File: src/wvb_cfg.svh
/*
 * Width, channel count and FIFO depth definitions for the waveform buffer.
 * Include wherever a port or a type needs these sizes.
 */
`ifndef WVB_CFG_SVH
`define WVB_CFG_SVH

// sample ring address and sample word
`define WVB_ADR_W 8
`define WVB_DATA_W 12
`define WVB_LTC_W 32

`define WVB_N_CH 2
`define WVB_HDR_DEPTH 4

// length configuration field widths
`define WVB_PRE_W 5
`define WVB_POST_W 8
`define WVB_TEST_W 8
`define WVB_CONST_W 8

`endif

File: src/wvb_trig_pkg.sv
/*
 * Trigger-side types: where a trigger came from and how long the
 * resulting waveform is configured to be.
 */
`include "wvb_cfg.svh"

package wvb_trig_pkg;

  typedef enum logic [1:0] {
    TRIG_SRC_THRESH = 2'd0,
    TRIG_SRC_SW     = 2'd1,
    TRIG_SRC_EXT    = 2'd2,
    TRIG_SRC_UNUSED = 2'd3
  } trig_src_t;

  // raw lengths as set by the host, clamped later by the write controller
  typedef struct packed {
    logic [`WVB_PRE_W-1:0]   pre_len;
    logic [`WVB_POST_W-1:0]  post_len;
    logic [`WVB_TEST_W-1:0]  test_len;
    logic [`WVB_CONST_W-1:0] const_len;
  } len_cfg_t;

endpackage

File: src/wvb_hdr_pkg.sv
/*
 * Header-side types: the per-event header written at the end of a waveform
 * and the channel-tagged entry held in the shared header FIFO.
 */
`include "wvb_cfg.svh"

package wvb_hdr_pkg;

  typedef logic [$clog2(`WVB_N_CH)-1:0] ch_idx_t;

  typedef struct packed {
    logic [`WVB_LTC_W-1:0]   evt_ltc;
    logic [`WVB_ADR_W-1:0]   start_addr;
    // address of the final sample, inclusive
    logic [`WVB_ADR_W-1:0]   stop_addr;
    wvb_trig_pkg::trig_src_t trig_src;
    logic                    cnst_run;
    logic [`WVB_PRE_W-1:0]   pre_conf;
    logic                    sync_rdy;
  } wvb_hdr_t;

  // entry as pushed by the arbiter
  typedef struct packed {
    ch_idx_t  ch;
    wvb_hdr_t hdr;
  } hdr_entry_t;

endpackage

File: src/wvb_hdr_arbiter.sv
/*
 * Round-robin header arbiter. Each channel owns one pending slot; one slot
 * is pushed into the shared FIFO per cycle, tagged with its channel index.
 */
`timescale 1ns/1ns
`include "wvb_cfg.svh"

module wvb_hdr_arbiter (
  input  logic                    clk,
  input  logic                    i_rst,
  input  wvb_hdr_pkg::wvb_hdr_t   i_hdr [`WVB_N_CH],
  input  logic [`WVB_N_CH-1:0]    i_hdr_wren,
  input  logic                    i_fifo_full,
  output logic [`WVB_N_CH-1:0]    o_overflow,
  output logic                    o_push,
  output wvb_hdr_pkg::hdr_entry_t o_entry
);
  import wvb_hdr_pkg::*;

  wvb_hdr_t             pend_hdr [`WVB_N_CH];
  logic [`WVB_N_CH-1:0] pend_vld;
  logic [`WVB_N_CH-1:0] slot_free;
  logic [`WVB_N_CH-1:0] slot_load;
  ch_idx_t              last_gnt;
  ch_idx_t              gnt_ch;
  logic                 gnt_vld;

  // search starts one past the last grant
  always_comb begin
    gnt_vld = 1'b0;
    gnt_ch  = last_gnt;
    for (int i = 1; i <= `WVB_N_CH; i++) begin
      if (!gnt_vld && pend_vld[(int'(last_gnt) + i) % `WVB_N_CH]) begin
        gnt_vld = 1'b1;
        gnt_ch  = ch_idx_t'((int'(last_gnt) + i) % `WVB_N_CH);
      end
    end
  end

  assign o_push        = gnt_vld && !i_fifo_full;
  assign o_entry.ch    = gnt_ch;
  assign o_entry.hdr   = pend_hdr[gnt_ch];
  // a held slot with nowhere to go is an overflow for that channel
  assign o_overflow    = pend_vld & {`WVB_N_CH{i_fifo_full}};

  // a slot emptied by this push can take a new header on the same edge
  always_comb begin
    for (int k = 0; k < `WVB_N_CH; k++) begin
      slot_free[k] = o_push && (int'(gnt_ch) == k);
      slot_load[k] = i_hdr_wren[k] && (!pend_vld[k] || slot_free[k]);
    end
  end

  always_ff @(posedge clk) begin
    if (i_rst) begin
      pend_vld <= '0;
      last_gnt <= ch_idx_t'(`WVB_N_CH - 1);
    end else begin
      if (o_push) begin
        last_gnt <= gnt_ch;
      end
      for (int k = 0; k < `WVB_N_CH; k++) begin
        if (slot_load[k]) begin
          pend_vld[k] <= 1'b1;
        end else if (slot_free[k]) begin
          pend_vld[k] <= 1'b0;
        end
      end
    end
  end

  always_ff @(posedge clk) begin
    for (int k = 0; k < `WVB_N_CH; k++) begin
      if (slot_load[k]) begin
        pend_hdr[k] <= i_hdr[k];
      end
    end
  end

endmodule

File: config.mk
export PLATFORM = sky130hd
export DESIGN_NAME = wvb_hdr_arbiter
export DESIGN_NICKNAME = d
export VERILOG_FILES = /design/src/wvb_trig_pkg.sv /design/src/wvb_hdr_pkg.sv /design/src/wvb_hdr_arbiter.sv
export VERILOG_INCLUDE_DIRS = /design/src
export SDC_FILE = /design/constraint.sdc
export NUM_CORES = 1
export LEC_CHECK = 0
export CAP_MARGIN = 5
export CORE_AREA = 2 2 89 91
export CTS_CLUSTER_DIAMETER = 200
export CTS_CLUSTER_SIZE = 25
export DETAILED_ROUTE_END_ITERATION = 12
export DIE_AREA = 0 0 91 93
export DONT_BUFFER_PORTS = 1
export GPL_TIMING_DRIVEN = 0
export PLACE_DENSITY_LB_ADDON = 0.3
export SLEW_MARGIN = 15
export SYNTH_ARGS = -nofsm -noshare
export SYNTH_HDL_FRONTEND = slang
export SYNTH_SLANG_ARGS = --single-unit
File: constraint.sdc
create_clock -name clk -period 7.8 [get_ports clk]
set_input_delay 1.56 -clock clk [delete_from_list [all_inputs] [get_ports clk]]
set_output_delay 1.56 -clock clk [all_outputs]
set_load 0.03 [all_outputs]
==> results by group <==
Worst setup path
  – Startpoint types: input port
  – Number of buffers and inverters on the critical path: 0
  – Max FO, Critical Path: 5
  – CP Cell Sequence: nor2_1
  – Slowest cell on crit path: nor2_1
  – R2r startpoint: pend_vld[1]
  – Worst Setup SP: i_fifo_full
  – Max incr delay on CP: 0.44 ns
  – Required time worst endpoint: 6.24 ns
  – Worst path top cell family by delay: simple AND/OR/NAND/NOR gates
  – Reg-to-reg slack, setup: 5.94 ns
  – FF-to-FF path depth: 3
  – R2R Path End: pend_hdr[0][12]
  – Crit Path Category: input port to output port
  – Crit end category: output port
  – Arrival @ worst endpoint: roughly 2.0 ns

STA
  – Final max-slew violation count: 0
  – Clock skew: 0.00403 ns
  – Part of the cycle the worst path needs: 0.457
  – Min Tclk post-route: 3.56 ns
  – Worst setup margin: 4.24 ns
  – RSZ-0062 raised after global routing: false
  – Setup TNS: 0 ns
  – FMAX: 281 MHz
  – Final setup viols: 0
  – Final hold slack: 0.571 ns
  – Worst-Margin Slew: around 0.78 ns
  – Slew headroom: 0.482
  – Fin. Hold Viols: 0

Power and ir drop
  – Worst ir drop on vdd: 173 uV
  – Pint: 1.23 mW
  – Clock Power Share: 0.426
  – Combinational power share: 0.107
  – Leak pwr: 1.78 nW
  – Power Density: between 300 and 400 nW/um^2
  – Part of the power in registers: 0.467
  – Total power: 1.60 mW
  – Switching Share: 0.229
  – Total net switching power: 0.367 mW

CTS
  – Latest clock arrival within the worst-skew pair: 0.49 ns
  – Worst-path clk slew: 0.05 ns
  – Hold_buf cts: 0
  – Post-CTS Setup Bufs: 0
  – Clk root buf: clkbuf_8
  – Maximum root-to-sink buffer count: 2
  – H-tree Lvls: 4
  – CTS Buf Count: 17
  – CTS Sinks: 117
  – PostCTS Resize Cnt: 0
  – CTS tree: done

Finish
  – Multi-input gate area: 808 sq um
  – Finished Cell Area: between 5000 and 6000 sq um
  – Area Growth Syn to Fin: 15.2%
  – Post-route insts no fill: ~330
  – # diodes: 0
  – Final core occ: 0.671
  – Fill cell total of the finished layout: 534
  – Register area: 3480 sq um
  – Layout cells sized above 1: 0.411
  – Layout Nets: between 300 and 400

Synthesis
  – Syn Area/Cell: 21.9 sq um
  – Compound-Gate Fraction of Synth Area: 0.00999
  – Mux cell area share after synthesis: 0.163
  – Post-Syn Area: 4380 sq um
  – Synthesized flop and latch total: between 100 and 150
  – Register area share after synthesis: 0.795
  – Warnings, synthesis: 0
  – Syn Inst Count: 200
  – Simple-gate portion of the synthesized area: 0.0106
  – Post-synthesis net count: 319
  – Adder-Cell Fraction of Synth Area: 0
  – Distinct cells, synth: 17
  – Post-synthesis xor/xnor area fraction: 0
  – Main combinational cell family by area after synthesis: multiplexers

Floorplanning
  – Die width: 91 um
  – Die height: 93 um
  – I/O pins: 180
  – Full die area: roughly 8500 sq um
  – Placeable Area: 7530 sq um
  – Starting Density: 0.582
  – Rows: 32

Drt
  – DRC: 0
  – Total via count in the routed design: 1849
  – Vias per cell: 5.55
  – Detail Route Antenna Nets: 0
  – Initial DRC count: between 80 and 90
  – Wirelength, routed: 7340 um
  – WL/cell: 22.0 um
  – TritonRoute pass-1 iters: 4

Flow run
  – Max Cap Viol: 0

Hold path
  – Hold Crit Class: flip-flop to flip-flop
  – Hold Startpoint: pend_vld[0]
  – Hold EP: last_gnt
  – Hold Crit Depth: 2

Placement
  – GP Congestion: 0.698
  – Dpl hpwl: 5150 um
  – DP Area: 4520 sq um
  – Port-buffer cells: 0
  – Post-Place Cells: 302
  – Pre-CTS setup slack: approximately 4.2 ns

Global route
  – Initial antenna violation count: 0
  – Largest net degree at the start of global routing: 58
  – Global-route usage over all layers: 0.178
  – Global route overflow: 0
  – Vias in the first global route: 1983
  – First-pass GRT wire length: about 11000 um

Run status
  – Status: complete, no violations
==> worst max-delay path by stage <==
stage	cells after the start	end	slack, ns
5_1_grt	1	o_push	4.24
4_1_cts	1	o_push	4.24
3_5_place_dp	1	o_push	4.24
3_3_place_gp	2	pend_hdr[0][29]	3.73
6_report	1	o_push	4.24
2_1_floorplan	2	pend_hdr[0][0]	4.25
==> cell type report <==
| class | count | area share |
|---|---|---|
| Clock inverter | 13 | 0.0230 |
| Buffer | 7 | 0.0161 |
| Tap cell | 102 | 0.0253 |
| Sequential cell | 117 | 0.690 |
| Multi-Input combinational cell | 72 | 0.160 |
| Inverter | 4 | 0.00297 |
| Clock buffer | 18 | 0.0828 |
==> power by group through the flow <==
| stage | registers, mW | clock network, mW | logic [mW] |
|---|---|---|---|
| final | 0.748 | 0.681 | 0.171 |
| after global placement | 0.760 | 0 | 0.171 |
| after detailed placement | 0.761 | 0 | 0.173 |
| after CTS | 0.748 | 0.698 | 0.174 |
| after global routing | 0.751 | 0.727 | 0.179 |
| after floorplan | 0.757 | 0 | 0.156 |
==> logic make-up after synthesis <==
group                  count (synthesis)
AO/OA/AOI/OAI                          6
buffers and inverters                 11
flip-flops                           117
multiplexers                          57
AND/OR/NAND/NOR                        9
==> synth_stat cells (all sizes together) <==
library cell | instances | area (sq um)
edfxtp | 114 | 3420
mux2 | 57 | 713
buf | 7 | 81.3
and2 | 4 | 25.0
inv | 4 | 15.0
dfxtp | 3 | 60.1
a21oi | 2 | 10.0
nand2 | 2 | 7.51
nor2 | 2 | 7.51
o21ai | 2 | 13.8
a21bo | 1 | 10.0
a221o | 1 | 10.0
nor2b | 1 | 6.26
==> routing by layer <==
layer  vias up  part of all wire  GRT usage  wire [um]
met5         -                 0          0          0
met4         0             0.016     0.0934        117
met3        10             0.093      0.101        681
met2       121              0.53      0.291       3890
met1       894              0.36      0.182       2650
li1        824                 -          -          -
==> sequential cells by signal, summed over array words and instances, names as in the netlist <==
signal / flops
pend_hdr: 114
last_gnt: 1
pend_vld: 2
==> layout by cell type (no fill, tap or decap), drive strengths merged, types with 2 or more instances in the layout <==
cell,n
bufinv,2
nand2,2
clkinv,9
a21oi,2
inv,4
dfxtp,3
o21ai,2
clkbuf,18
and2,4
nor2,2
mux2,57
buf,7
clkinvlp,2
edfxtp,114
No activity file was read; power rests on OpenSTA's default activity.
