==> src/wvb_cfg.svh <==
/*
 * Width, channel count and FIFO depth definitions for the waveform buffer.
 * Include wherever a port or a type needs these sizes.
 */
`ifndef WVB_CFG_SVH
`define WVB_CFG_SVH

// sample ring address and sample word
`define WVB_ADR_W 8
`define WVB_DATA_W 12
`define WVB_LTC_W 32

`define WVB_N_CH 2
`define WVB_HDR_DEPTH 4

// length configuration field widths
`define WVB_PRE_W 5
`define WVB_POST_W 8
`define WVB_TEST_W 8
`define WVB_CONST_W 8

`endif

==> src/wvb_trig_pkg.sv <==
/*
 * Trigger-side types: where a trigger came from and how long the
 * resulting waveform is configured to be.
 */
`include "wvb_cfg.svh"

package wvb_trig_pkg;

  typedef enum logic [1:0] {
    TRIG_SRC_THRESH = 2'd0,
    TRIG_SRC_SW     = 2'd1,
    TRIG_SRC_EXT    = 2'd2,
    TRIG_SRC_UNUSED = 2'd3
  } trig_src_t;

  // raw lengths as set by the host, clamped later by the write controller
  typedef struct packed {
    logic [`WVB_PRE_W-1:0]   pre_len;
    logic [`WVB_POST_W-1:0]  post_len;
    logic [`WVB_TEST_W-1:0]  test_len;
    logic [`WVB_CONST_W-1:0] const_len;
  } len_cfg_t;

endpackage

==> src/wvb_hdr_pkg.sv <==
/*
 * Header-side types: the per-event header written at the end of a waveform
 * and the channel-tagged entry held in the shared header FIFO.
 */
`include "wvb_cfg.svh"

package wvb_hdr_pkg;

  typedef logic [$clog2(`WVB_N_CH)-1:0] ch_idx_t;

  typedef struct packed {
    logic [`WVB_LTC_W-1:0]   evt_ltc;
    logic [`WVB_ADR_W-1:0]   start_addr;
    // address of the final sample, inclusive
    logic [`WVB_ADR_W-1:0]   stop_addr;
    wvb_trig_pkg::trig_src_t trig_src;
    logic                    cnst_run;
    logic [`WVB_PRE_W-1:0]   pre_conf;
    logic                    sync_rdy;
  } wvb_hdr_t;

  // entry as pushed by the arbiter
  typedef struct packed {
    ch_idx_t  ch;
    wvb_hdr_t hdr;
  } hdr_entry_t;

endpackage

==> src/wvb_wr_ctrl.sv <==
/*
 * Per-channel waveform write controller. A trigger starts an event, the FSM
 * then writes a run of consecutive samples into the ring and raises
 * o_hdr_wren together with the last write. One instance per channel.
 */
`timescale 1ns/1ns
`include "wvb_cfg.svh"

module wvb_wr_ctrl (
  input  logic                    clk,
  input  logic                    i_rst,
  input  logic [`WVB_LTC_W-1:0]   i_ltc,
  input  wvb_trig_pkg::len_cfg_t  i_len_cfg,
  input  logic                    i_trig_mode,
  input  logic                    i_cnst_run,
  input  logic                    i_arm,
  input  logic                    i_trig,
  input  wvb_trig_pkg::trig_src_t i_trig_src,
  input  logic                    i_overflow,
  input  logic                    i_sync_rdy,
  output logic                    o_overflow,
  output logic                    o_armed,
  output logic [`WVB_ADR_W-1:0]   o_wvb_wr_addr,
  output logic                    o_wvb_wren,
  output wvb_hdr_pkg::wvb_hdr_t   o_hdr,
  output logic                    o_hdr_wren
);
  import wvb_trig_pkg::*;

  // lengths below these are raised to them
  localparam logic [`WVB_PRE_W-1:0]   PRE_MIN   = 3;
  localparam logic [`WVB_POST_W-1:0]  POST_MIN  = 2;
  localparam logic [`WVB_TEST_W-1:0]  TEST_MIN  = 3;
  localparam logic [`WVB_CONST_W-1:0] CONST_MIN = 3;

  typedef enum logic [2:0] {
    S_IDLE,
    S_PRE,
    S_SOT,
    S_POST,
    S_TEST,
    S_CONST
  } state_t;

  state_t fsm;
  logic [`WVB_ADR_W-1:0] cnt;
  // length of the sample-over-threshold window, grows on retrigger
  logic [`WVB_ADR_W-1:0] sot_cnt;

  logic [`WVB_PRE_W-1:0]   pre_conf;
  logic [`WVB_POST_W-1:0]  post_conf;
  logic [`WVB_TEST_W-1:0]  test_conf;
  logic [`WVB_CONST_W-1:0] const_conf;
  logic [`WVB_POST_W-1:0]  post_cnt_max;
  logic [`WVB_TEST_W-1:0]  test_cnt_max;
  logic [`WVB_CONST_W-1:0] const_cnt_max;

  logic [`WVB_LTC_W-1:0] evt_ltc_q;
  logic [`WVB_ADR_W-1:0] start_addr_q;
  trig_src_t             trig_src_q;
  logic                  cnst_run_q;
  logic                  sync_rdy_q;

  logic final_cnt_check;
  logic final_write;
  logic write_cond;

  // clamp in idle, count limits follow one cycle behind
  always_ff @(posedge clk) begin
    if (fsm == S_IDLE) begin
      pre_conf   <= (i_len_cfg.pre_len >= PRE_MIN) ? i_len_cfg.pre_len : PRE_MIN;
      post_conf  <= (i_len_cfg.post_len >= POST_MIN) ? i_len_cfg.post_len : POST_MIN;
      test_conf  <= (i_len_cfg.test_len >= TEST_MIN) ? i_len_cfg.test_len : TEST_MIN;
      const_conf <= (i_len_cfg.const_len >= CONST_MIN) ? i_len_cfg.const_len : CONST_MIN;

      post_cnt_max  <= post_conf - 1'b1;
      test_cnt_max  <= test_conf - 1'b1;
      const_cnt_max <= const_conf - 1'b1;
    end
  end

  // header fields captured while idle, so the trigger cycle values stick
  always_ff @(posedge clk) begin
    if (fsm == S_IDLE) begin
      evt_ltc_q    <= i_ltc;
      start_addr_q <= o_wvb_wr_addr;
      trig_src_q   <= i_trig_src;
      cnst_run_q   <= i_cnst_run;
      sync_rdy_q   <= i_sync_rdy;
    end
  end

  // stop address tracks the write address and is right on the final write
  always_comb begin
    o_hdr.evt_ltc    = evt_ltc_q;
    o_hdr.start_addr = start_addr_q;
    o_hdr.stop_addr  = o_wvb_wr_addr;
    o_hdr.trig_src   = trig_src_q;
    o_hdr.cnst_run   = cnst_run_q;
    o_hdr.pre_conf   = pre_conf;
    o_hdr.sync_rdy   = sync_rdy_q;
  end

  // sticky until reset, stops all writes
  always_ff @(posedge clk) begin
    if (i_rst) begin
      o_overflow <= 1'b0;
    end else if (i_overflow) begin
      o_overflow <= 1'b1;
    end
  end

  always_ff @(posedge clk) begin
    if (i_rst) begin
      o_armed <= 1'b0;
    end else if (i_arm) begin
      o_armed <= 1'b1;
    end else if (o_hdr_wren) begin
      o_armed <= 1'b0;
    end
  end

  // compare against max - 1 so the flag is set in the cycle cnt reaches max
  always_ff @(posedge clk) begin
    if (i_rst) begin
      final_cnt_check <= 1'b0;
    end else begin
      case (fsm)
        S_POST:  final_cnt_check <= (cnt == post_cnt_max - 1'b1);
        S_TEST:  final_cnt_check <= (cnt == test_cnt_max - 1'b1);
        S_CONST: final_cnt_check <= (cnt == const_cnt_max - 1'b1);
        default: final_cnt_check <= 1'b0;
      endcase
    end
  end

  always_comb begin
    case (fsm)
      S_POST:  final_write = !i_trig && final_cnt_check;
      S_TEST:  final_write = final_cnt_check;
      S_CONST: final_write = final_cnt_check;
      default: final_write = 1'b0;
    endcase
  end

  assign write_cond = (i_trig && !i_overflow) || (fsm != S_IDLE);
  assign o_wvb_wren = !o_overflow && write_cond && (!i_trig_mode || o_armed);
  assign o_hdr_wren = o_wvb_wren && final_write;

  always_ff @(posedge clk) begin
    if (i_rst || o_overflow) begin
      fsm           <= S_IDLE;
      cnt           <= '0;
      sot_cnt       <= '0;
      o_wvb_wr_addr <= '0;
    end else begin
      // hold the address when the write is about to overflow
      if (o_wvb_wren && !i_overflow) begin
        o_wvb_wr_addr <= o_wvb_wr_addr + 1'b1;
      end

      case (fsm)
        S_IDLE: begin
          cnt <= '0;
          if (o_wvb_wren) begin
            cnt <= 1;
            if (i_trig_src == TRIG_SRC_SW || i_trig_src == TRIG_SRC_EXT) begin
              fsm <= S_TEST;
            end else if (i_cnst_run) begin
              fsm <= S_CONST;
            end else begin
              sot_cnt <= 1;
              fsm     <= S_PRE;
            end
          end
        end

        // pre_conf samples after the trigger sample
        S_PRE: begin
          cnt <= cnt + 1'b1;
          if (i_trig) begin
            sot_cnt <= cnt + 1'b1;
          end
          if (cnt == `WVB_ADR_W'(pre_conf)) begin
            cnt <= '0;
            fsm <= S_SOT;
          end
        end

        S_SOT: begin
          cnt <= cnt + 1'b1;
          if (i_trig) begin
            cnt     <= '0;
            sot_cnt <= `WVB_ADR_W'(pre_conf);
          end else if (cnt == sot_cnt - 1'b1) begin
            cnt <= '0;
            fsm <= S_POST;
          end
        end

        // a retrigger here reopens the window and restarts the post count
        S_POST: begin
          cnt <= cnt + 1'b1;
          if (i_trig) begin
            cnt     <= '0;
            sot_cnt <= `WVB_ADR_W'(pre_conf);
            fsm     <= S_SOT;
          end else if (cnt == `WVB_ADR_W'(post_cnt_max)) begin
            cnt <= '0;
            fsm <= S_IDLE;
          end
        end

        S_TEST: begin
          cnt <= cnt + 1'b1;
          if (cnt == `WVB_ADR_W'(test_cnt_max)) begin
            cnt <= '0;
            fsm <= S_IDLE;
          end
        end

        S_CONST: begin
          cnt <= cnt + 1'b1;
          if (cnt == `WVB_ADR_W'(const_cnt_max)) begin
            cnt <= '0;
            fsm <= S_IDLE;
          end
        end

        default: begin
          fsm <= S_IDLE;
        end
      endcase
    end
  end

endmodule
==> config.mk <==
export PLATFORM = sky130hd
export DESIGN_NAME = wvb_wr_ctrl
export DESIGN_NICKNAME = d
export VERILOG_FILES = /design/src/wvb_trig_pkg.sv /design/src/wvb_hdr_pkg.sv /design/src/wvb_wr_ctrl.sv
export VERILOG_INCLUDE_DIRS = /design/src
export SDC_FILE = /design/constraint.sdc
export NUM_CORES = 1
export LEC_CHECK = 0
export ABC_AREA = 0
export BUFFER_PORTS_ARGS = -buffer_cell sky130_fd_sc_hd__buf_2
export CAP_MARGIN = 30
export CORE_ASPECT_RATIO = 0.7
export CORE_MARGIN = 4
export CORE_UTILIZATION = 34
export CTS_CLUSTER_DIAMETER = 80
export CTS_CLUSTER_SIZE = 12
export DETAILED_ROUTE_END_ITERATION = 8
export PLACE_DENSITY_LB_ADDON = 0.15
export SLEW_MARGIN = 20
export SYNTH_ARGS = -nofsm -noshare
export SYNTH_HDL_FRONTEND = slang
export SYNTH_SLANG_ARGS = --single-unit
==> constraint.sdc <==
create_clock -name clk -period 9.6 [get_ports clk]
set_input_delay 0.96 -clock clk [delete_from_list [all_inputs] [get_ports clk]]
set_output_delay 0.96 -clock clk [all_outputs]
set_load 0.005 [all_outputs]
==> metrics.md <==
| Metric | Value |
|---|---|
| Reg with most FFs | evt_ltc_q |
| Slew margin rel. | 45.02% |
| Sequential area share after synthesis | 55.96% |
| Most common cell in the netlist | edfxtp_1 |
| Critical-path cell list | nor3_4, buf_4, a221oi_1, o211a_1, buf_2 |
| Period utilization | 36.36% |
| I/O pins | 140 |
| DIE AREA | 20740 um2 |
| Hold Path Stages | 0 |
| Minimum clock period | 3490 ps |
| Max cap viols | 0 |
| H-tree levels | 4 |
| Vias per cell | 4.813 |
| Num CTS Buffers | 17 |
| Share of the synthesized area in the top cell type | 46.39% |
| Number of antenna-violating nets in the routed design | 0 |
| Clock slew at reported path FFs | 60 ps |
| Total GRT Usage | 13.92% |
| Endpoints failing hold | 0 |
| Worst Hold Class | flop to flop |
| Post-synth top cells | 97 x edfxtp_1, 57 x xor2_1, 52 x nor2_1 |
| Final WS setup | 6110 ps |
| Hold_buf cts | 0 |
| DR vias | 4327 |
| Clk sinks | 127 |
| Nets | 732 |
| Avg Synthesized Cell Area | 11.58 um2 |
| Initial antenna violation count | 0 |
| Post-Syn Instances | 542 |
| Reg2Reg Depth | 10 |
| Post-Syn Area | 6279 um2 |
| Worst Path Required | 8640 ps |
| Site row count | 41 |
| DR iter-0 viols | 350 |
| Maximum net fanout on the critical path | 38 |
| Top cell type by total area after synthesis | edfxtp_1 |
| Pwr per Cell Area | 214.4 nW/um2 |
| Buffers & Inverters on Critical Path | 2 |
| Worst-Skew Late Latency | 410 ps |
| Worst-Margin Slew | 824.6 ps |
| Fraction of registers with async set/reset | 0% |
| Root Buffer | clkbuf_16 |
| Max reg flops | 32 |
| Post-synthesis register bit count | 127 |
| Vias in the first global route | 4349 |
| Die height | 121.7 um |
| Setup-failing EPs final | 0 |
| Syn-to-layout area delta | 21.06% |
| Data arrival time of the critical path | 2530 ps |
| Pleak | 3.123 nW |
| Final HPWL DP | 10150 um |
| Post-synthesis cell type count | 58 |
| Initial Util | 34.77% |
| Slew Viols, Final | 0 |
| Pre-CTS setup slack | 6346 ps |
| CP max stage cell | dfxtp_1 |
| Number of buffers added on ports | 139 |
| Wirelength per Cell | 15.58 um |
| DRC | 0 |
| CTS tree | done |
| CP Launch Type | flop |
| Post-CTS Setup Bufs | 0 |
| Worst Skew | 7.286 ps |
| WS Path Type | flop to output pin |
| Status | complete, no violations |
| WP depth | 5 |
| First-pass GRT wire length | 22570 um |
| Remaining Overflow, GRT | 0 |
| Setup TNS | 0 ps |
| N_diodes | 0 |
| Post-CTS resize count | 0 |
| Post-synth top flop | edfxtp_1 |
| Fmax achieved | 0.2865 GHz |
| Post-synth EDFFs | 97 |
| Clk buf depth | 2 |
| TritonRoute pass-1 iters | 4 |
| Share of cells above drive strength 1 | 28.66% |
| Delay-heaviest family, CP | compound AO/OA/AOI/OAI gates |
| RSZ-0062 raised after global routing | no |
| Core area | 18060 um2 |
| Ys Warns | 0 |
| Routed WL | 14000 um |
| Largest stage delay on the critical path | 660 ps |
| Die X | 170.4 um |
| Largest net degree at the start of global routing | 65 |
| GPL Wtd Cong | 0.8423 |
| Synth area leaders | edfxtp_1 46%, dfxtp_1 9.6%, xor2_1 8.0%, xnor2_1 4.0%, nor2_1 3.1% |
| Filler cell count | 1722 |
| Syn Nets | 624 |
| CP endpoint kind | output pin |
| VDD IR max | 0.08244 mV |
-- cell families (layout without fill, tap and decap cells) --
group                      after synthesis  in the layout  share of synthesized area (%)
and+or+nand+nor                        158            158                          12.79
DFF                                    127            127                          55.96
xor gates and xnor gates                86             86                          12.00
AOI/OAI and AO/OA                       74             74                          8.928
buffers and inverters                   73            194                          6.038
muxes                                   13             13                          2.093
adders and majority gates               11             11                          2.192
-- metrics by stage --
stage          cell area, um2  cells  hold WS, ps  utilization, %  total power [W]
2_1_floorplan            6284    542        465.8               -        0.0009087
3_3_place_gp             7003    867        473.2           38.78        0.0009976
3_5_place_dp             7003    867        490.6           38.78        0.0009997
4_1_cts                  7601    899        502.6           42.09         0.001657
5_1_grt                  7601    899        536.9           42.09         0.001720
6_report                 7601    899        499.9           42.09         0.001630
-- path summary, 6_finish.rpt --
path	startpoint	endpoint	slack, ps
hold reg to reg	o_wvb_wr_addr[7]	start_addr_q[7]	500
setup reg to reg	fsm[1]	final_cnt_check	6300
setup / recovery	fsm[1]	o_hdr_wren	6110
hold / removal	o_wvb_wr_addr[7]	start_addr_q[7]	500
-- layer usage --
layer	up-vias	wire, um	global-route usage [%]
met5	-	0	0
li1	2137	-	-
met3	18	1139	3.925
met1	2015	6943	19.84
met4	0	218	5.287
met2	157	5702	20.09
-- power by group --
part / leakage, nW / internal, W / total, W / switching (W)
combinational: 1.57 / 0.000107 / 0.000242 / 0.000135
sequential: 1.27 / 0.000689 / 0.000743 / 0.0000536
clock: 0.290 / 0.000407 / 0.000644 / 0.000237
total: 3.12 / 0.00120 / 0.00163 / 0.000426
-- placed cells by master (no fill, tap or decap), drive strengths merged, types with 3 or more instances in the layout --
| cell type | count |
|---|---|
| or4 | 4 |
| edfxtp | 97 |
| a211oi | 4 |
| nor4 | 20 |
| a31oi | 4 |
| dfxtp | 30 |
| nand2b | 10 |
| clkbuf | 18 |
| bufinv | 3 |
| a211o | 3 |
| o31ai | 6 |
| mux2i | 12 |
| nor2 | 52 |
| and3 | 4 |
| a21oi | 26 |
| ha | 11 |
| xor2 | 57 |
| o21ai | 5 |
| xnor2 | 29 |
| or2 | 4 |
| nor3 | 17 |
| a22oi | 3 |
| inv | 19 |
| clkinv | 9 |
| nand4 | 3 |
| nand2 | 23 |
| buf | 143 |
| nor2b | 5 |
| nand3 | 8 |
-- final cells by class --
class / instances / area (um2) / share of cell area [%]
Sequential cell: 127 / 3513 / 46.22
Multi-Input combinational cell: 342 / 2397 / 31.54
Timing Repair Buffer: 143 / 725.7 / 9.547
Clock buffer: 18 / 429.2 / 5.646
Tap cell: 236 / 295.3 / 3.885
Clock inverter: 14 / 168.9 / 2.222
Inverter: 19 / 71.32 / 0.9383
Power figures use the tool's default switching activity.
