`src/wvb_cfg.svh`:
```
/*
 * Width, channel count and FIFO depth definitions for the waveform buffer.
 * Include wherever a port or a type needs these sizes.
 */
`ifndef WVB_CFG_SVH
`define WVB_CFG_SVH

// sample ring address and sample word
`define WVB_ADR_W 8
`define WVB_DATA_W 12
`define WVB_LTC_W 32

`define WVB_N_CH 2
`define WVB_HDR_DEPTH 4

// length configuration field widths
`define WVB_PRE_W 5
`define WVB_POST_W 8
`define WVB_TEST_W 8
`define WVB_CONST_W 8

`endif

```
`src/wvb_trig_pkg.sv`:
```
/*
 * Trigger-side types: where a trigger came from and how long the
 * resulting waveform is configured to be.
 */
`include "wvb_cfg.svh"

package wvb_trig_pkg;

  typedef enum logic [1:0] {
    TRIG_SRC_THRESH = 2'd0,
    TRIG_SRC_SW     = 2'd1,
    TRIG_SRC_EXT    = 2'd2,
    TRIG_SRC_UNUSED = 2'd3
  } trig_src_t;

  // raw lengths as set by the host, clamped later by the write controller
  typedef struct packed {
    logic [`WVB_PRE_W-1:0]   pre_len;
    logic [`WVB_POST_W-1:0]  post_len;
    logic [`WVB_TEST_W-1:0]  test_len;
    logic [`WVB_CONST_W-1:0] const_len;
  } len_cfg_t;

endpackage

```
`src/wvb_hdr_pkg.sv`:
```
/*
 * Header-side types: the per-event header written at the end of a waveform
 * and the channel-tagged entry held in the shared header FIFO.
 */
`include "wvb_cfg.svh"

package wvb_hdr_pkg;

  typedef logic [$clog2(`WVB_N_CH)-1:0] ch_idx_t;

  typedef struct packed {
    logic [`WVB_LTC_W-1:0]   evt_ltc;
    logic [`WVB_ADR_W-1:0]   start_addr;
    // address of the final sample, inclusive
    logic [`WVB_ADR_W-1:0]   stop_addr;
    wvb_trig_pkg::trig_src_t trig_src;
    logic                    cnst_run;
    logic [`WVB_PRE_W-1:0]   pre_conf;
    logic                    sync_rdy;
  } wvb_hdr_t;

  // entry as pushed by the arbiter
  typedef struct packed {
    ch_idx_t  ch;
    wvb_hdr_t hdr;
  } hdr_entry_t;

endpackage

```
`src/wvb_hdr_fifo.sv`:
```
/*
 * Show-ahead header FIFO between the arbiter and the host. The head entry
 * is visible on o_entry whenever o_valid is high; i_pop removes it.
 */
`timescale 1ns/1ns
`include "wvb_cfg.svh"

module wvb_hdr_fifo (
  input  logic                    clk,
  input  logic                    i_rst,
  input  logic                    i_push,
  input  wvb_hdr_pkg::hdr_entry_t i_entry,
  input  logic                    i_pop,
  output logic                    o_full,
  output logic                    o_valid,
  output wvb_hdr_pkg::hdr_entry_t o_entry
);
  import wvb_hdr_pkg::*;

  localparam int DEPTH = `WVB_HDR_DEPTH;
  localparam int PTR_W = $clog2(DEPTH);
  localparam int CNT_W = $clog2(DEPTH + 1);

  hdr_entry_t       mem [DEPTH];
  logic [PTR_W-1:0] wr_ptr;
  logic [PTR_W-1:0] rd_ptr;
  logic [CNT_W-1:0] count;
  logic             do_push;
  logic             do_pop;

  function automatic logic [PTR_W-1:0] ptr_next(input logic [PTR_W-1:0] ptr);
    return (ptr == PTR_W'(DEPTH - 1)) ? '0 : ptr + 1'b1;
  endfunction

  assign o_full  = (count == CNT_W'(DEPTH));
  assign o_valid = (count != '0);
  assign o_entry = mem[rd_ptr];

  // pop on empty is ignored, so is push on full
  assign do_push = i_push && !o_full;
  assign do_pop  = i_pop && o_valid;

  always_ff @(posedge clk) begin
    if (i_rst) begin
      wr_ptr <= '0;
      rd_ptr <= '0;
      count  <= '0;
    end else begin
      if (do_push) begin
        wr_ptr <= ptr_next(wr_ptr);
      end
      if (do_pop) begin
        rd_ptr <= ptr_next(rd_ptr);
      end
      if (do_push && !do_pop) begin
        count <= count + 1'b1;
      end else if (do_pop && !do_push) begin
        count <= count - 1'b1;
      end
    end
  end

  always_ff @(posedge clk) begin
    if (do_push) begin
      mem[wr_ptr] <= i_entry;
    end
  end

endmodule

```
`config.mk`:
```
export PLATFORM = sky130hd
export DESIGN_NAME = wvb_hdr_fifo
export DESIGN_NICKNAME = d
export VERILOG_FILES = /design/src/wvb_trig_pkg.sv /design/src/wvb_hdr_pkg.sv /design/src/wvb_hdr_fifo.sv
export VERILOG_INCLUDE_DIRS = /design/src
export SDC_FILE = /design/constraint.sdc
export NUM_CORES = 1
export LEC_CHECK = 0
export BUFFER_PORTS_ARGS = -buffer_cell sky130_fd_sc_hd__buf_2
export CAP_MARGIN = 20
export CELL_PAD_IN_SITES_DETAIL_PLACEMENT = 0
export CELL_PAD_IN_SITES_GLOBAL_PLACEMENT = 1
export CORE_ASPECT_RATIO = 1.4
export CORE_MARGIN = 2
export CORE_UTILIZATION = 40
export CTS_CLUSTER_DIAMETER = 100
export DETAILED_ROUTE_END_ITERATION = 16
export PLACE_DENSITY_LB_ADDON = 0.1
export SETUP_SLACK_MARGIN = 0.15
export SLEW_MARGIN = 30
export SYNTH_ARGS = -nofsm -noshare
export SYNTH_HDL_FRONTEND = slang
export SYNTH_SLANG_ARGS = --single-unit
```
`constraint.sdc`:
```
create_clock -name clk -period 2.36 [get_ports clk]
set_input_delay 0 -clock clk [delete_from_list [all_inputs] [get_ports clk]]
set_output_delay 0 -clock clk [all_outputs]
set_load 0.01 [all_outputs]
```
==> results by group, run 1 <==
Status
  – Status: finished clean

Floorplan
  – I/O pin cnt: 122
  – Die extent in x: 130 microns
  – Core area: 21800 sq um
  – Die Y: 180 microns
  – Die area: 23400 sq um
  – Starting Density: 0.407
  – Cell Rows: 64

Synth
  – Synth top area cells: edfxtp_1, mux4_2, dfxtp_1, ha_1, buf_12
  – Netlist Area Pre-Place: ~8900 sq um
  – Synth cell types: 26
  – Register bit total from synthesis: 241
  – Main combinational cell family by area after synthesis: multiplexers
  – Synth Area in Compound Gates: 0.00508
  – Adder-cell area share of the yosys netlist: 0.0107
  – Synth top area share: 0.786
  – Seq/Total Area, Yosys: 0.806
  – Mux share of post-synthesis cell area: 0.150
  – Syn. warnings: 0
  – Mean post-synth cell area: 25.1 sq um
  – Cell taking the most area after synthesis: edfxtp_1
  – Cell count after synthesis: roughly 350
  – Syn Nets: 422
  – Post-Synth Simple-Gate Area: 0.00974
  – Synth Area in XOR/XNOR: 0.00198

Worst setup path
  – Reg2Reg Depth: 9
  – Worst path top cell family by delay: simple AND/OR/NAND/NOR gates
  – Critical path buffer and inverter count: 2
  – Worst path max stage delay: ~0.38 ns
  – Worst flop-to-flop path startpoint: count[2]
  – Req. time, crit path: ~2.8 ns
  – Crit path cell chain: or3b_1 -> inv_2 -> nor2_2 -> ha_1 -> inv_1 -> fa_1 -> xor2_1 -> or3_1 -> a21oi_1
  – CP Max Fanout: 5
  – R2R setup slack: slightly below 0.3 ns
  – Worst Setup SP: count[2]
  – Kind of end point of the critical path: flop
  – WP data arrival: ~2.5 ns
  – Critical path class: flop to flop
  – Slowest cell on crit path: fa_1
  – CP startpoint kind: flop
  – Reg-to-Reg End: count[2]

Route
  – DRT Pass-1 Iters: 6
  – Vias/cell: a little under 5
  – DR vias: approximately 4200
  – Antenna-violating nets left: 0
  – DRT Wirelength: between 15 and 20 mm
  – DRC: 0
  – Initial DRC count: 254
  – Post-DR wirelength/cell: 19.0 microns

Placed design
  – Pre-CTS setup slack: ~0.17 ns
  – Port Buffers: 121
  – Post-Place Cell Area: 9980 sq um
  – RePlAce Congestion: 0.708
  – DP Wirelength: 9.85 mm

Timing
  – Hold_ws: 0.249 ns
  – Fin crit period: 2.06 ns
  – Rel. slew slack: 0.690
  – Final setup fails: 0
  – RSZ-0062 raised after global routing: false
  – Max Clk Rate: 484 MHz
  – Hold Vio Cnt, Final: 0
  – Post-route setup slack: 0.295 ns
  – Setup_tns: 0 ns
  – Final slew viol count: 0
  – Worst Skew: 0.00656 ns
  – Period utilisation layout: 0.875
  – Slew at the pin closest to its max-slew limit: 0.464 ns

Layout
  – Most common cell after layout, fill and taps aside: edfxtp_1
  – Final instance area: 11400 sq um
  – Final nets: 631
  – Layout cells sized above 1: 0.417
  – Area Growth Syn to Fin: 29.0%
  – Most frequent cells in the layout: edfxtp_1, buf_2, dlygate4sd3_1
  – ANT cells: 0

Clock network
  – Htree depth: 1
  – Clk buf depth: 3
  – Clock slew at reported path FFs: 0.06 ns
  – CTS buffer count: 24
  – CTS tree: built
  – CTS root buf: clkbuf_16
  – Worst-Skew Late Latency: 0.50 ns
  – TritonCTS Sinks: around 240
  – Setup Fix Bufs, Post-CTS: 0

Power
  – Leakage: around 3.9 nW
  – Total Power: 11.8 mW
  – Cell Pwr Density: 1030 nW/um^2
  – Maximum vdd drop: 0.671 mV

Run
  – Max-cap violations: 0

GRT
  – Grt total ovfl: 0
  – Largest net degree at the start of global routing: 31
  – GR Util All Layers: 0.144
  – Number of global-route vias before repair: 4547
  – Initial antenna violation count: 0
  – First-pass GRT wire length: 25.6 mm

Min path
  – Hold path cells: 2
  – Hold Startpoint: i_entry[13]
  – Hold Path Class: input port to flop
  – Worst hold endpoint: mem[2][13]
==> sequential cells by signal (all words and copies together) (netlist names), named ones only <==
name and count:
count 3, rd_ptr 2, wr_ptr 2, mem 232
==> layout make-up <==
class	instances	area (sq um)
Timing Repair Buffer	198	1460
Fill cell	1827	10300
Sequential cell	241	7160
Inverter	5	18.8
Tap cell	297	372
Clock inverter	14	198
Multi-Input combinational cell	92	1590
Clock buffer	28	637
==> cell usage after synthesis (all sizes together) <==
| cell type | n |
|---|---|
| buf | 14 |
| dfxtp | 9 |
| o21ai | 2 |
| a21oi | 3 |
| fa | 1 |
| edfxtp | 232 |
| nor2 | 4 |
| nand3 | 2 |
| o31ai | 2 |
| ha | 6 |
| nor3 | 1 |
| mux4 | 58 |
| mux2i | 2 |
| or3 | 3 |
| or3b | 1 |
| xor2 | 2 |
| inv | 5 |
| clkbuf | 1 |
| and3 | 4 |
| nand2 | 1 |
==> stage by stage <==
| stage | cells | utilization |
|---|---|---|
| 2_1_floorplan | 353 | - |
| 5_1_grt | 875 | 0.525 |
| 6_report | 875 | 0.525 |
| 3_3_place_gp | 771 | 0.458 |
| 4_1_cts | 875 | 0.525 |
| 3_5_place_dp | 771 | 0.458 |
==> logic make-up after synthesis <==
logic type,Yosys count
AOI/OAI and AO/OA,7
muxes,60
adders and majority gates,7
and+or+nand+nor,16
buffers and inverters,20
DFF,241
xor gates and xnor gates,2
==> worst max path at each step <==
stage               depth (start not counted)  slack, ns  endpoint
detailed placement                          9       0.17  count[2]
global route                                9       0.19  count[2]
global placement                            9       0.29  count[2]
CTS                                         9       0.16  count[2]
finish                                      9       0.30  count[2]
floorplan                                  10       0.25  count[2]
==> timing repair <==
action,4_1_cts,5_1_grt
hold buffers,62,0
endpoints found under the setup margin,0,1
endpoints found under the hold margin,241,0
gates resized for setup,0,3
==> power by group <==
part | switching (mW) | leakage, nW | internal (mW)
combinational | 1.21 | 1.30 | 1.23
clock | 1.51 | 0.407 | 2.47
sequential | 0.154 | 2.20 | 5.18
total | 2.88 | 3.91 | 8.88
==> metal layers <==
| layer | GRT usage | part of all wire | vias to the layer above |
|---|---|---|---|
| met5 | 0 | 0 | - |
| met4 | 0.0374 | 0.015 | 0 |
| met3 | 0.0276 | 0.050 | 22 |
| met2 | 0.241 | 0.52 | 104 |
| met1 | 0.194 | 0.42 | 2177 |
| li1 | - | - | 1922 |
==> worst reg2reg max path: stages (launching register included) <==
cell and delay (ns):
dfxtp_1 0.34, or3b_1 0.21, inv_2 0.05, nor2_2 0.12, ha_1 0.20, inv_1 0.06
fa_1 0.38, xor2_1 0.18, or3_1 0.30, a21oi_1 0.14
No activity file was read; power rests on OpenSTA's default activity.
==> inputs of run 2 (changes only) <==
Settings changed: CORE_UTILIZATION 40 to 45, HOLD_SLACK_MARGIN set to 0.03, REMOVE_ABC_BUFFERS set to 1.
==> results by group, run 2 (synthesized netlist as in run 1, its figures left out) <==
Layout
  – Multi-input logic area: 1590 sq um (unchanged)
  – Final instance area: 11300 sq um (-1.6%)
  – Most frequent cells in the layout: edfxtp_1, buf_2, dlygate4sd3_1
  – ANT cells: 0 (unchanged)
  – Biggest regs: mem x232, count x3
  – Fill count: 1421 (-22%)
  – Register area: 7160 sq um (unchanged)
  – Area Growth Syn to Fin: 27.0%
  – Layout cells sized above 1: 0.412 (-0.00448)
  – Final nets: 629 (-0.32%)
  – Most common cell after layout, fill and taps aside: edfxtp_1
  – Top reg by flops: mem
  – Max FFs per register: 232 (unchanged)

Route
  – DR vias: 4214 (-0.26%)
  – Antenna-violating nets left: 0 (unchanged)
  – Initial DRC count: 287 (+13%)
  – Vias/cell: 5.11 (+5.8%)
  – Post-DR wirelength/cell: 19.5 microns (+2.9%)
  – DRC: 0 (unchanged)
  – DRT Pass-1 Iters: 4 (-2)
  – DRT Wirelength: 16.1 mm (-3.0%)

Timing
  – Final setup fails: 0 (unchanged)
  – Post-route setup slack: 0.311 ns (+0.0158 ns)
  – Hold_ws: 0.252 ns (+0.00312 ns)
  – RSZ-0062 raised after global routing: false
  – Rel. slew slack: 0.670 (-0.0204)
  – Final slew viol count: 0 (unchanged)
  – Fin crit period: 2.05 ns (-0.0158 ns)
  – Worst Skew: 0.00453 ns (-0.00203 ns)
  – Slew at the pin closest to its max-slew limit: 0.495 ns (+0.0306 ns)
  – Hold Vio Cnt, Final: 0 (unchanged)
  – Max Clk Rate: 488 MHz (+0.77%)
  – Period utilisation layout: 0.868 (-0.00668)

Min path
  – Hold Startpoint: i_entry[52]
  – Worst hold endpoint: mem[2][52]
  – Hold path cells: 2 (unchanged)
  – Hold Path Class: input port to flop

Clock network
  – CTS root buf: clkbuf_16
  – TritonCTS Sinks: 241 (unchanged)
  – CTS tree: built
  – Clock slew at reported path FFs: 0.06 ns (about the same)
  – Htree depth: 1 (unchanged)
  – Clk buf depth: 3 (unchanged)
  – CTS buffer count: 23 (-4.2%)
  – Worst-Skew Late Latency: 0.50 ns (about the same)
  – Setup Fix Bufs, Post-CTS: 0 (unchanged)

Worst setup path
  – Reg2Reg Depth: 9 (unchanged)
  – Reg-to-Reg End: count[2]
  – Critical path class: flop to flop
  – CP startpoint kind: flop
  – CP Max Fanout: 5 (unchanged)
  – Slowest cell on crit path: dfxtp_2
  – Worst path max stage delay: 0.38 ns (about the same)
  – Kind of end point of the critical path: flop
  – R2R setup slack: 0.31 ns (+0.02 ns)
  – Req. time, crit path: 2.79 ns (about the same)
  – Worst flop-to-flop path startpoint: count[0]
  – Crit path cell chain: or3b_1 -> inv_2 -> nor2_2 -> ha_1 -> inv_1 -> fa_1 -> xor2_1 -> or3_1 -> a21oi_1
  – WP data arrival: 2.48 ns (-0.02 ns)

Floorplan
  – Die area: 20900 sq um (-11%)
  – I/O pin cnt: 122 (unchanged)
  – Cell Rows: 60 (-6.3%)
  – Die extent in x: 123 microns (-5.5%)
  – Die Y: 170 microns (-5.6%)
  – Starting Density: 0.459 (+0.0525)
  – Core area: 19300 sq um (-11%)

GRT
  – First-pass GRT wire length: 25.1 mm (-1.6%)
  – Largest net degree at the start of global routing: 59 (+90%)
  – Grt total ovfl: 0 (unchanged)
  – Initial antenna violation count: 0 (unchanged)
  – Number of global-route vias before repair: 4582 (+0.77%)
  – GR Util All Layers: 0.159 (+0.0153)

Placed design
  – Pre-CTS setup slack: 0.173 ns (+0.00261 ns)
  – Port Buffers: 121 (unchanged)
  – Post-Place Cell Area: 9880 sq um (-0.94%)
  – RePlAce Congestion: 0.733 (+3.5%)
  – DP Wirelength: 9.72 mm (-1.3%)

Power
  – Maximum vdd drop: 0.734 mV (+9.5%)
  – Leakage: 3.86 nW (-1.4%)
  – Total Power: 11.3 mW (-3.6%)
  – Cell Pwr Density: 1010 nW/um^2 (-2.0%)

Status
  – Status: finished clean

Run
  – Max-cap violations: 0 (unchanged)
## run 2: changes by cell type in the layout (fill, tap and decap cells not counted), sizes merged
cell and delta:
bufinv -2, clkinvlp +1, inv +1, buf -1
## run 2: layout make-up
type,count,share of cell area
clock buffer,28,0.0528
clock inverter,14,0.0133
inverter,5,0.00167
multi-input combinational,92,0.142
sequential,241,0.636
tap,248,0.0276
timing repair buffer,197,0.127
## run 2: critical path: cells and delay by family (launching register included)
kind | cells | cell delay, ns
buffers and inverters | 2 | 0.11
and+or+nand+nor | 3 | 0.57
DFF | 1 | 0.38
adders and majority gates | 2 | 0.58
AOI/OAI and AO/OA | 1 | 0.14
xor gates and xnor gates | 1 | 0.18
## run 2: how the worst max path moves through the flow
| stage | to | cells after the start | start |
|---|---|---|---|
| after global placement | count[2] | 9 | count[0] |
| final | count[2] | 9 | count[0] |
| after floorplan | o_entry[0] | 1 | flop |
| after detailed placement | count[2] | 9 | count[0] |
| after CTS | count[2] | 9 | count[0] |
| after global routing | count[2] | 9 | count[0] |
## run 2: repair_timing
action	CTS	global route
resized for setup	0	3
endpoints found under the hold margin	241	0
hold buffers	62	0
setup endpoints to repair	0	1
## run 2: through the flow
step | cells | TNS [ns] | util
after floorplan | 338 | -76.29 | -
after global placement | 721 | 0 | 0.512
after detailed placement | 721 | 0 | 0.512
after CTS | 825 | 0 | 0.583
after global routing | 825 | 0 | 0.583
final | 825 | 0 | 0.583
## run 2: power breakdown
part | leakage, nW | switching (mW) | internal (mW)
registers | 2.20 | 0.146 | 5.18
clock network | 0.361 | 1.49 | 2.13
logic | 1.29 | 1.20 | 1.20
## run 2: per-layer routing
layer | vias up | track usage | wire (microns)
met4 | 0 | 0.0420 | 253
met1 | 2183 | 0.203 | 6500
met5 | - | 0 | 0
met3 | 18 | 0.0282 | 730
li1 | 1920 | - | -
met2 | 93 | 0.281 | 8630
